## config.mk

```make
export PLATFORM = sky130hd
export DESIGN_NAME = l2_xbar
export DESIGN_NICKNAME = d
export VERILOG_FILES = /design/src/source/l2_xbar_pkg.sv /design/src/source/l2_addr_decoder.sv /design/src/source/l2_bank_arbiter.sv /design/src/source/l2_resp_router.sv /design/src/source/l2_xbar.sv
export VERILOG_INCLUDE_DIRS = /design/src /design/src/include
export SDC_FILE = /design/constraint.sdc
export NUM_CORES = 2
export LEC_CHECK = 0
export ABC_AREA = 1
export BUFFER_PORTS_ARGS = -buffer_cell sky130_fd_sc_hd__buf_2
export CAP_MARGIN = 20
export CORE_AREA = 2 2 401 403
export CTS_BUF_LIST = sky130_fd_sc_hd__clkbuf_4
export DETAILED_ROUTE_END_ITERATION = 7
export DIE_AREA = 0 0 403 405
export HOLD_SLACK_MARGIN = 0.12
export PLACE_DENSITY_LB_ADDON = 0.25
export SETUP_SLACK_MARGIN = 0.3
export SLEW_MARGIN = 15
export SYNTH_ARGS = -nofsm -noshare
export SYNTH_HDL_FRONTEND = slang
export SYNTH_SLANG_ARGS = --single-unit
```

## constraint.sdc

```tcl
create_clock -name clk_i -period 3.3 [get_ports clk_i]
set_clock_uncertainty 0.2 [all_clocks]
set_input_delay 0.66 -clock clk_i [delete_from_list [all_inputs] [get_ports clk_i]]
set_output_delay 0.66 -clock clk_i [all_outputs]
set_load 0.02 [all_outputs]
```

## src/include/l2_xbar_config.svh

```systemverilog
/*
  Sizing of the L2 interconnect, shared by the package and all RTL.
  Include wherever a port count, bank count or address field width is needed.
*/
`ifndef L2_XBAR_CONFIG_SVH
`define L2_XBAR_CONFIG_SVH

// initiator side
`define L2_N_MASTERS 4

// bank side, bank count must stay a power of two
`define L2_N_BANKS   8
`define L2_BANK_W    3

// rows per bank are 2**L2_ROW_W words
`define L2_ROW_W     8

// byte address window, offset + bank + row
`define L2_ADDR_W    13

// data path
`define L2_DATA_W    32
`define L2_BE_W      4

`endif

```

## src/source/l2_xbar_pkg.sv

```systemverilog
/*
  Types for the L2 interconnect: vector widths and the request/response
  structs that travel between initiators, crossbar and banks.
*/
`include "l2_xbar_config.svh"

package l2_xbar_pkg;

  typedef logic [`L2_ADDR_W-1:0]    addr_t;       // byte address
  typedef logic [`L2_DATA_W-1:0]    data_t;
  typedef logic [`L2_BE_W-1:0]      be_t;
  typedef logic [`L2_ROW_W-1:0]     row_t;        // word index inside a bank
  typedef logic [`L2_N_BANKS-1:0]   bank_sel_t;   // one-hot over banks
  typedef logic [`L2_N_MASTERS-1:0] master_id_t;  // one-hot over initiators

  // initiator request, wen high means read
  typedef struct packed {
    logic  req;
    logic  wen;
    addr_t add;
    data_t wdata;
    be_t   be;
  } l2_req_t;

  typedef struct packed {
    logic  r_valid;
    data_t r_rdata;
  } l2_rsp_t;

  // request as seen by one bank, id names the winning initiator
  typedef struct packed {
    logic       req;
    logic       wen;
    row_t       row;
    data_t      wdata;
    be_t        be;
    master_id_t id;
  } l2_bank_req_t;

  typedef struct packed {
    logic       r_valid;
    data_t      r_rdata;
    master_id_t r_id;
  } l2_bank_rsp_t;

  // round-robin pointer, highest priority position
  typedef enum logic [$clog2(`L2_N_MASTERS)-1:0] {
    ARB_M0,
    ARB_M1,
    ARB_M2,
    ARB_M3
  } arb_state_e;

endpackage

```

## src/source/l2_addr_decoder.sv

```systemverilog
/*
  Bank decode for one initiator. Splits the byte address into the
  interleaving bank field and the row field, combinationally.
*/
`timescale 1ns/100ps
`include "l2_xbar_config.svh"

module l2_addr_decoder
  import l2_xbar_pkg::*;
(
  input  l2_req_t   req_i,
  output bank_sel_t bank_sel_o,
  output row_t      row_o
);

  // word aligned, so the byte offset is simply skipped
  localparam int unsigned OFFSET_W = $clog2(`L2_BE_W);

  logic [`L2_BANK_W-1:0] bank_idx;

  // low word bits pick the bank, consecutive words hit consecutive banks
  assign bank_idx = req_i.add[OFFSET_W +: `L2_BANK_W];
  assign row_o    = req_i.add[OFFSET_W + `L2_BANK_W +: `L2_ROW_W];

  always_comb begin : decode
    bank_sel_o = '0;
    if (req_i.req) begin
      bank_sel_o[bank_idx] = 1'b1;
    end
  end

  // a single request never fans out to two banks
  always_comb begin : chk_sel
    assert ($onehot0(bank_sel_o))
      else $error("bank select not one-hot: %b", bank_sel_o);
  end

endmodule

```

## src/source/l2_bank_arbiter.sv

```systemverilog
/*
  Round-robin arbiter in front of one bank. Grants one requesting initiator
  per cycle and forms the bank request tagged with the winner's one-hot ID.
*/
`timescale 1ns/100ps
`include "l2_xbar_config.svh"

module l2_bank_arbiter
  import l2_xbar_pkg::*;
(
  input  logic                              clk_i,
  input  logic                              rst_ni,
  input  l2_req_t    [`L2_N_MASTERS-1:0]    req_i,
  input  master_id_t                        sel_i,   // decoder column for this bank
  input  row_t       [`L2_N_MASTERS-1:0]    row_i,
  output master_id_t                        gnt_o,
  output l2_bank_req_t                      bank_req_o
);

  localparam int unsigned IDX_W = $clog2(`L2_N_MASTERS);

  arb_state_e       ptr_q;
  logic [IDX_W-1:0] win_idx;
  logic             win_valid;

  // first requester at or after the pointer
  always_comb begin : pick
    logic [IDX_W-1:0] cand;
    win_idx   = ptr_q;
    win_valid = 1'b0;
    for (int unsigned off = 0; off < `L2_N_MASTERS; off++) begin
      cand = IDX_W'((int'(ptr_q) + off) % `L2_N_MASTERS);
      if (!win_valid && sel_i[cand]) begin
        win_valid = 1'b1;
        win_idx   = cand;
      end
    end
  end

  always_comb begin : grant
    gnt_o = '0;
    if (win_valid) begin
      gnt_o[win_idx] = 1'b1;
    end
  end

  // payload mux, harmless when nobody wins since req stays low
  assign bank_req_o.req   = win_valid;
  assign bank_req_o.wen   = req_i[win_idx].wen;
  assign bank_req_o.row   = row_i[win_idx];
  assign bank_req_o.wdata = req_i[win_idx].wdata;
  assign bank_req_o.be    = req_i[win_idx].be;
  assign bank_req_o.id    = gnt_o;

  // winner drops to lowest priority
  always_ff @(posedge clk_i or negedge rst_ni) begin
    if (!rst_ni) begin
      ptr_q <= ARB_M0;
    end else if (win_valid) begin
      ptr_q <= arb_state_e'((int'(win_idx) + 1) % `L2_N_MASTERS);
    end
  end

  // exactly one grant under any contention, none when the bank is idle
  a_gnt_onehot : assert property (
    @(posedge clk_i) disable iff (!rst_ni)
    (|sel_i) ? $onehot(gnt_o) : (gnt_o == '0)
  ) else $error("bank arbiter grant %b for select %b", gnt_o, sel_i);

  // no requester waits more than one full round
  a_no_starve : assert property (
    @(posedge clk_i) disable iff (!rst_ni)
    (sel_i[0] && !gnt_o[0]) |-> ##[1:`L2_N_MASTERS] (gnt_o[0] || !sel_i[0])
  ) else $error("initiator 0 starved at bank arbiter");

endmodule

```

## src/source/l2_resp_router.sv

```systemverilog
/*
  Return path of the crossbar. Each initiator picks up the bank response
  whose one-hot ID carries its bit; purely combinational.
*/
`timescale 1ns/100ps
`include "l2_xbar_config.svh"

module l2_resp_router
  import l2_xbar_pkg::*;
(
  input  l2_bank_rsp_t [`L2_N_BANKS-1:0]   bank_rsp_i,
  output l2_rsp_t      [`L2_N_MASTERS-1:0] rsp_o
);

  // hit[m][b]: bank b answers initiator m this cycle
  bank_sel_t [`L2_N_MASTERS-1:0] hit;

  always_comb begin : match
    for (int m = 0; m < `L2_N_MASTERS; m++) begin
      for (int b = 0; b < `L2_N_BANKS; b++) begin
        hit[m][b] = bank_rsp_i[b].r_valid & bank_rsp_i[b].r_id[m];
      end
    end
  end

  // at most one hit per initiator, so a priority loop is enough
  always_comb begin : steer
    for (int m = 0; m < `L2_N_MASTERS; m++) begin
      rsp_o[m].r_valid = 1'b0;
      rsp_o[m].r_rdata = '0;
      for (int b = 0; b < `L2_N_BANKS; b++) begin
        if (hit[m][b]) begin
          rsp_o[m].r_valid = 1'b1;
          rsp_o[m].r_rdata = bank_rsp_i[b].r_rdata;
        end
      end
    end
  end

  // arbiters grant an initiator at one bank per cycle at most,
  // so two responses for the same initiator mean a broken grant path
  always_comb begin : chk_unique
    for (int m = 0; m < `L2_N_MASTERS; m++) begin
      assert ($onehot0(hit[m]))
        else $error("initiator %0d gets responses from banks %b", m, hit[m]);
    end
  end

endmodule

```

## src/source/l2_xbar.sv

```systemverilog
/*
  Crossbar between initiators and banks: one decoder per initiator, one
  round-robin arbiter per bank, and the ID-based response router.
*/
`timescale 1ns/100ps
`include "l2_xbar_config.svh"

module l2_xbar
  import l2_xbar_pkg::*;
(
  input  logic                                clk_i,
  input  logic                                rst_ni,
  input  l2_req_t      [`L2_N_MASTERS-1:0]    req_i,
  output master_id_t                          gnt_o,
  output l2_rsp_t      [`L2_N_MASTERS-1:0]    rsp_o,
  output l2_bank_req_t [`L2_N_BANKS-1:0]      bank_req_o,
  input  l2_bank_rsp_t [`L2_N_BANKS-1:0]      bank_rsp_i
);

  bank_sel_t  [`L2_N_MASTERS-1:0] dec_sel;   // per initiator, over banks
  row_t       [`L2_N_MASTERS-1:0] dec_row;
  master_id_t [`L2_N_BANKS-1:0]   sel_col;   // per bank, over initiators
  master_id_t [`L2_N_BANKS-1:0]   bank_gnt;

  for (genvar m = 0; m < `L2_N_MASTERS; m++) begin : g_dec
    l2_addr_decoder i_dec (
      .req_i      ( req_i[m]   ),
      .bank_sel_o ( dec_sel[m] ),
      .row_o      ( dec_row[m] )
    );
  end

  // transpose decoder rows into arbiter columns
  always_comb begin : transpose
    for (int b = 0; b < `L2_N_BANKS; b++) begin
      for (int m = 0; m < `L2_N_MASTERS; m++) begin
        sel_col[b][m] = dec_sel[m][b];
      end
    end
  end

  for (genvar b = 0; b < `L2_N_BANKS; b++) begin : g_arb
    l2_bank_arbiter i_arb (
      .clk_i      ( clk_i         ),
      .rst_ni     ( rst_ni        ),
      .req_i      ( req_i         ),
      .sel_i      ( sel_col[b]    ),
      .row_i      ( dec_row       ),
      .gnt_o      ( bank_gnt[b]   ),
      .bank_req_o ( bank_req_o[b] )
    );
  end

  // each initiator targets one bank, so at most one of these bits is set
  always_comb begin : gnt_merge
    gnt_o = '0;
    for (int b = 0; b < `L2_N_BANKS; b++) begin
      gnt_o = gnt_o | bank_gnt[b];
    end
  end

  l2_resp_router i_router (
    .bank_rsp_i ( bank_rsp_i ),
    .rsp_o      ( rsp_o      )
  );

  // fixed one-cycle latency end to end
  for (genvar m = 0; m < `L2_N_MASTERS; m++) begin : g_chk
    a_rsp_latency : assert property (
      @(posedge clk_i) disable iff (!rst_ni)
      gnt_o[m] |=> rsp_o[m].r_valid
    ) else $error("initiator %0d granted without response next cycle", m);

    a_no_spurious : assert property (
      @(posedge clk_i) disable iff (!rst_ni)
      !gnt_o[m] |=> !rsp_o[m].r_valid
    ) else $error("initiator %0d got response without grant", m);
  end

endmodule

```

== Word-level counts from Yosys, hierarchy flattened ==
Index checks and enable logic that the tools add are counted.
Storage, ports and cells
  bits in latches: 0
  output and inout bits: 536
  memory bits (read-only): 0
  bits of input ports: 502
  bits in registers: 16
  memories kept: 0
  memory bits (writable): 0
Operators by class
  add/sub/neg operators: 32
  muxes and demuxes: 220
  equality and inequality tests: 0
  multiply operators: 0
  divide/modulo/power cells: 0
  shift-type cells: 0
  reduce and logical (&&, ||, !) cells: 60
  bitwise operators: 39
  $lt $le $gt $ge: 56
Operator list (number)
  $mux 33: 32
  $bmux 51 s2: 8
  $mux 50: 8
  $bmux 8 s2: 8
  $lt 2x3->1 const B: 40
  $mux 8: 12
  $mux 1: 76
  $bmux 1 s2: 32
  $mux 2: 24
  $logic_and 1x1->1: 36
  $add 2x1->2 const B: 16
  $add 2x2->2 const B: 16
  $and 1x1->1: 32
  $mux 4: 8
  $or 4x4->4: 7
  $logic_not 1->1: 24
  $demux 1 s2: 8
  $ge 2x1->1 const B: 8
  $lt 3x4->1 const B: 4
  $demux 1 s3: 4
  $ge 3x1->1 const B: 4

== Depth between registers and ports, before layout ==
  depth after elaboration: 29
  mapped depth: 20
  depth with buffers taken out: 19

== Modules after synthesis ==
Synthesis repeated with hierarchy kept, for this count alone.
Second synthesis, totals
  cell total of the unflattened synthesis: 7061
  area total of the unflattened synthesis: 30199.0 um^2
By module, submodules not included
  l2_bank_arbiter at g_arb[0].i_arb ...: cells an instance 533, instances 7, sequential area each 50.0 um^2, area an instance 2272.2 um^2
  l2_resp_router: cells an instance 2637, instances 1, sequential area each 0.0 um^2, area an instance 11193.2 um^2
  l2_bank_arbiter at g_arb[7].i_arb: cells an instance 533, instances 1, sequential area each 50.0 um^2, area an instance 2379.8 um^2
  l2_addr_decoder: cells an instance 25, instances 4, sequential area each 0.0 um^2, area an instance 123.9 um^2
  l2_xbar: cells an instance 60, instances 1, sequential area each 0.0 um^2, area an instance 225.2 um^2

== Least setup slack after synthesis ==
No wires, ideal clock.
  path type: input to output
  from: input port req_i[50] in the netlist's numbering
  to: output port gnt_o[1]
  stages: 16
  data arrival time: 2.526 ns
  required time: 2.440 ns
  slack: -0.086 ns
  cell sequence: inv_1 > nor2_1 > nand3_1 > nand2_1 > nand2_1 > nand2_1 > nand4_4 > nor2_1 > inv_1 > nand2_2 > buf_2 > ha_1 > nand2_1 > nand3_1 > nor2_1 > nand3_1
On the way
  word-level cells in the longest chain between the ends: 25
  elaborated cells on any way between the ends: 224
RTL lines
  start, declared: RTL line l2_xbar.sv:13  | input l2_req_t [`L2_N_MASTERS-1:0] req_i,
  $mux 8 (*): RTL line l2_addr_decoder.sv:27  | if (req_i.req) begin
  $bmux 1 s2: RTL line l2_bank_arbiter.sv:33  | if (!win_valid && sel_i[cand]) begin
  $mux 1 (implied by the code): RTL line l2_bank_arbiter.sv:33
  $mux 1: RTL line l2_bank_arbiter.sv:33
  $logic_not 1->1: RTL line l2_bank_arbiter.sv:33
  $logic_and 1x1->1: RTL line l2_bank_arbiter.sv:33
  $mux 1: RTL line l2_bank_arbiter.sv:33
  $logic_not 1->1: RTL line l2_bank_arbiter.sv:33
  [4 not listed]
  $mux 2: RTL line l2_bank_arbiter.sv:33
  $lt 2x3->1 (implied by the code) or $ge 2x1->1 (tied branches): RTL line l2_bank_arbiter.sv:43  | gnt_o[win_idx] = 1'b1;
  $logic_and 1x1->1 (implied by the code): RTL line l2_bank_arbiter.sv:43
  $mux 1 (implied by the code): RTL line l2_bank_arbiter.sv:43
  $demux 1 s2
  $mux 4: RTL line l2_bank_arbiter.sv:42  | if (win_valid) begin
  $or 4x4->4 (6 in series): RTL line l2_xbar.sv:58  | gnt_o = gnt_o | bank_gnt[b];
  $or 4x4->4 (*): RTL line l2_xbar.sv:58
  end, declared: RTL line l2_xbar.sv:14  | output master_id_t gnt_o,
Mark *: on every way between the ends. The rest lies on a longest branch, timed or not. The select of a mux whose other input is x is not followed.

==> key figures <==
Clock network
  • Worst-path clk slew: 160 ps
  • CTS Sinks: 16
  • Maximum clock insertion buffer count: 2
  • Worst-Skew Late Latency: roughly 360 ps
  • Number of CTS-inserted buffers: 3
  • Root buffer cell: clkbuf_4
  • CTS tree: done
  • H-tree levels: 1

Setup path
  • Arr. time, crit path: about 3000 ps
  • Crit path max-delay family: simple AND/OR/NAND/NOR gates
  • CP Launch Type: flop
  • Slowest CP cell: dfrtp_2
  • Reg2Reg Setup Slack: 590 ps
  • Worst path required time: 2440 ps
  • Setup CP Type: reg -> out
  • CP max stage delay: ~520 ps
  • CP Capture Type: output port
  • WP buf/inv: 6
  • CP cell instances: xor2_4 -> inv_2 -> nand3_2 -> nand2_4 -> buf_6 -> nand3_4 -> nor2_4 -> nand2_4 -> nand2_8 -> buf_12 -> buf_4 -> buf_6 -> nand2_1 -> nand2_1 -> nand2_1 -> nand2_2 -> buf_6
  • CP max FO: 7

Synthesis
  • Largest family of logic cells by synthesized area: simple AND/OR/NAND/NOR gates
  • Unique masters post-synth: 41
  • Sequential fraction of the synthesis area: 0.0144
  • Mux cell area share after synthesis: 0
  • Syn Nets: approximately 6,800
  • Yosys top cell area share: 0.442
  • Area leader, netlist: nand2_1
  • Compound-Gate Fraction of Synth Area: 0.102
  • Adder-cell share of the synthesized area: 0.0108
  • Simple-gate share of the synthesized area: 0.732
  • Mapped cell area: between 0.02 and 0.03 mm^2
  • Yosys reg bits: 16
  • Yosys warning total: 0
  • Post-synthesis xor/xnor area fraction: 0.00640
  • Synth Instances: 6,264
  • Synth area leaders: nand2_1 44%, nand3_1 20%, o21ai_0 5.7%
  • Mapped Avg Cell Area: approximately 4.4 um^2

Worst hold path
  • Worst Hold Class: reg -> reg

Detailed routing
  • Final routed DRC violation total: 26
  • Per-cell routed wire length: just over 30 um
  • Vias/cell: approximately 5.5
  • Antenna viol nets, final: 0
  • Starting DRT DRC Count: roughly 7,600
  • Post-Route WL: slightly above 300 mm
  • Via count: ~54,000
  • Router iterations before antenna repair: 8

STA
  • Post-route setup slack: -607 ps
  • RSZ-0062 raised after global routing: true
  • Final Hold Fails: 0
  • Max-slew violation count: 0
  • Max_slew headroom: 0.366
  • Finish-stage setup viols: ~490
  • Fmax: 256 MHz
  • Tcrit/Tclk final: 1.18
  • Slew @ Worst Pin: between 900 and 1000 ps
  • Final Critical Period: 3910 ps

Floorplan
  • Row count: 147
  • Die width: slightly above 400 um
  • I/O pins: between 1,000 and 1,500
  • Height of the die: ~410 um
  • Initial Utilization: 0.174
  • Die area: 0.163 mm^2
  • CORE AREA: ~0.16 mm^2

Power and ir drop
  • Pwr Density: 1670 mW/mm^2
  • VDD IR max: ~1.2 mV
  • Leakage Power: roughly 29 nW

Placed design
  • I/O Buffers: 1,029
  • Pre-CTS setup slack: -852 ps
  • GPL Wtd Cong: a little over 1
  • Post-DP HPWL: approximately 210 mm

Layout
  • Fillers: 17,300
  • Reg with most FFs: g_arb.i_arb.ptr_q
  • Largest register FFs: 16
  • Commonest non-fill, non-tap cell in the layout: nand2_1
  • Final nets: roughly 8,300
  • Regs by FF count: g_arb.i_arb.ptr_q (16)
  • Ratio of cells with drive above 1 in the final layout: 0.425
  • Final Core Density: 0.346
  • Syn-to-layout area delta: 98.8%
  • Most frequent cells in the layout: 2,514 x nand2_1, 970 x nand3_1, 716 x buf_2

Global route
  • Vias in the first global route: roughly 47,000
  • First-pass GRT wire length: between 300 and 400 mm
  • Total GRT Usage: 0.331
  • Largest net degree at the start of global routing: 64
  • Gr ovfl total: 0
  • Initial antenna violation count: 80

Status
  • Status: complete, but fails checks
  • Failing checks: design-rule violations, negative setup slack

Job
  • Max cap viols: 0
-- cell families after synthesis --
kind of cell	Yosys count
and+or+nand+nor	4886
buffers and inverters	809
AOI/OAI and AO/OA	519
adders and majority gates	24
DFF	16
xor gates and xnor gates	10
-- final timing paths --
| check | from | endpoint | cells after the start |
|---|---|---|---|
| max in group asynchronous | rst_ni | g_arb[2].i_arb.ptr_q[0]$_DFFE_PN0P_ | 2 |
| min in group asynchronous | rst_ni | g_arb[5].i_arb.ptr_q[1]$_DFFE_PN0P_ | 2 |
| worst max register to register | g_arb[1].i_arb.ptr_q[0]$_DFFE_PN0P_ | g_arb[1].i_arb.ptr_q[1]$_DFFE_PN0P_ | 14 |
| worst max-delay path | g_arb[3].i_arb.ptr_q[0]$_DFFE_PN0P_ | bank_req_o[177] | 17 |
| worst min-delay path | g_arb[0].i_arb.ptr_q[0]$_DFFE_PN0P_ | g_arb[0].i_arb.ptr_q[0]$_DFFE_PN0P_ | 2 |
| worst min register to register | g_arb[0].i_arb.ptr_q[0]$_DFFE_PN0P_ | g_arb[0].i_arb.ptr_q[0]$_DFFE_PN0P_ | 2 |
-- cell usage after synthesis --
cell / instances
clkbuf_1: 271
a21oi_4: 2
o21ai_0: 315
buf_4: 43
xnor2_4: 2
xor2_2: 6
nand4_1: 129
buf_6: 35
xnor2_2: 1
nand2_2: 28
nor3_1: 6
o21ai_2: 1
nor2_4: 1
a21oi_2: 1
clkinv_1: 10
nand3_4: 1
nor2_2: 6
o21bai_1: 2
o211ai_1: 2
nand3_2: 7
o221ai_1: 4
buf_2: 219
a21oi_1: 14
dfrtp_1: 16
clkbuf_2: 12
nand3_1: 1128
inv_1: 167
buf_1: 36
nand2_4: 1
nor2_1: 299
nor2_8: 1
nand2_1: 3272
o21ai_1: 50
or4_1: 4
o22ai_1: 124
nand4_2: 1
xor2_1: 1
inv_2: 16
o311ai_0: 4
ha_1: 24
nand4_4: 2
-- layer usage --
layer | routed length, um | GRT usage
met5 | 268 | 0
met4 | 26300 | 0.207
met2 | 121000 | 0.481
met1 | 116000 | 0.420
met3 | 39700 | 0.107
-- metrics by stage --
stage               hold WS, ps  power [mW]  TNS, ps  instance area (um^2)  cells
floorplan                   164        31.7        0                 28700   6264
global placement            467        57.6  -209730                 40900   9495
detailed placement          470        57.7  -205190                 40900   9496
CTS                         475        74.8  -136160                 48400   9742
global route                538        94.4  -190080                 55100   9919
finish                      480        92.1  -150290                 55200   9933
-- power by group --
part,total [mW],switching [mW],internal [mW]
logic,91.3,52.7,38.6
registers,0.587,0.251,0.336
clock network,0.152,0.107,0.0448
-- layout make-up --
cell class	count	area [um^2]	share of cell area
Timing Repair Buffer	2148	22200	0.402
Sequential cell	16	418	0.00757
Clock inverter	1	3.75	0.0000680
Antenna cell	45	113	0.00204
Tap cell	2086	2610	0.0473
Multi-Input combinational cell	5441	29000	0.525
Clock buffer	3	22.5	0.000408
Inverter	193	838	0.0152
-- what timing repair did --
item,4_1_cts,5_1_grt
pin swaps,208,446
buffers inserted,151,93
cloned,90,53
endpoints found under the setup margin,536,536
hold endpoints to repair,16,0
hold buffers,1,0
gates resized for setup,948,1349
-- tightest hold or removal path, delay by kind of cell, from the launching register on --
kind	cells	cell delay [ps]
flops	1	430
compound gates	1	130
buf+inv	1	90
Note: power is estimated with default switching activity, not from simulation.
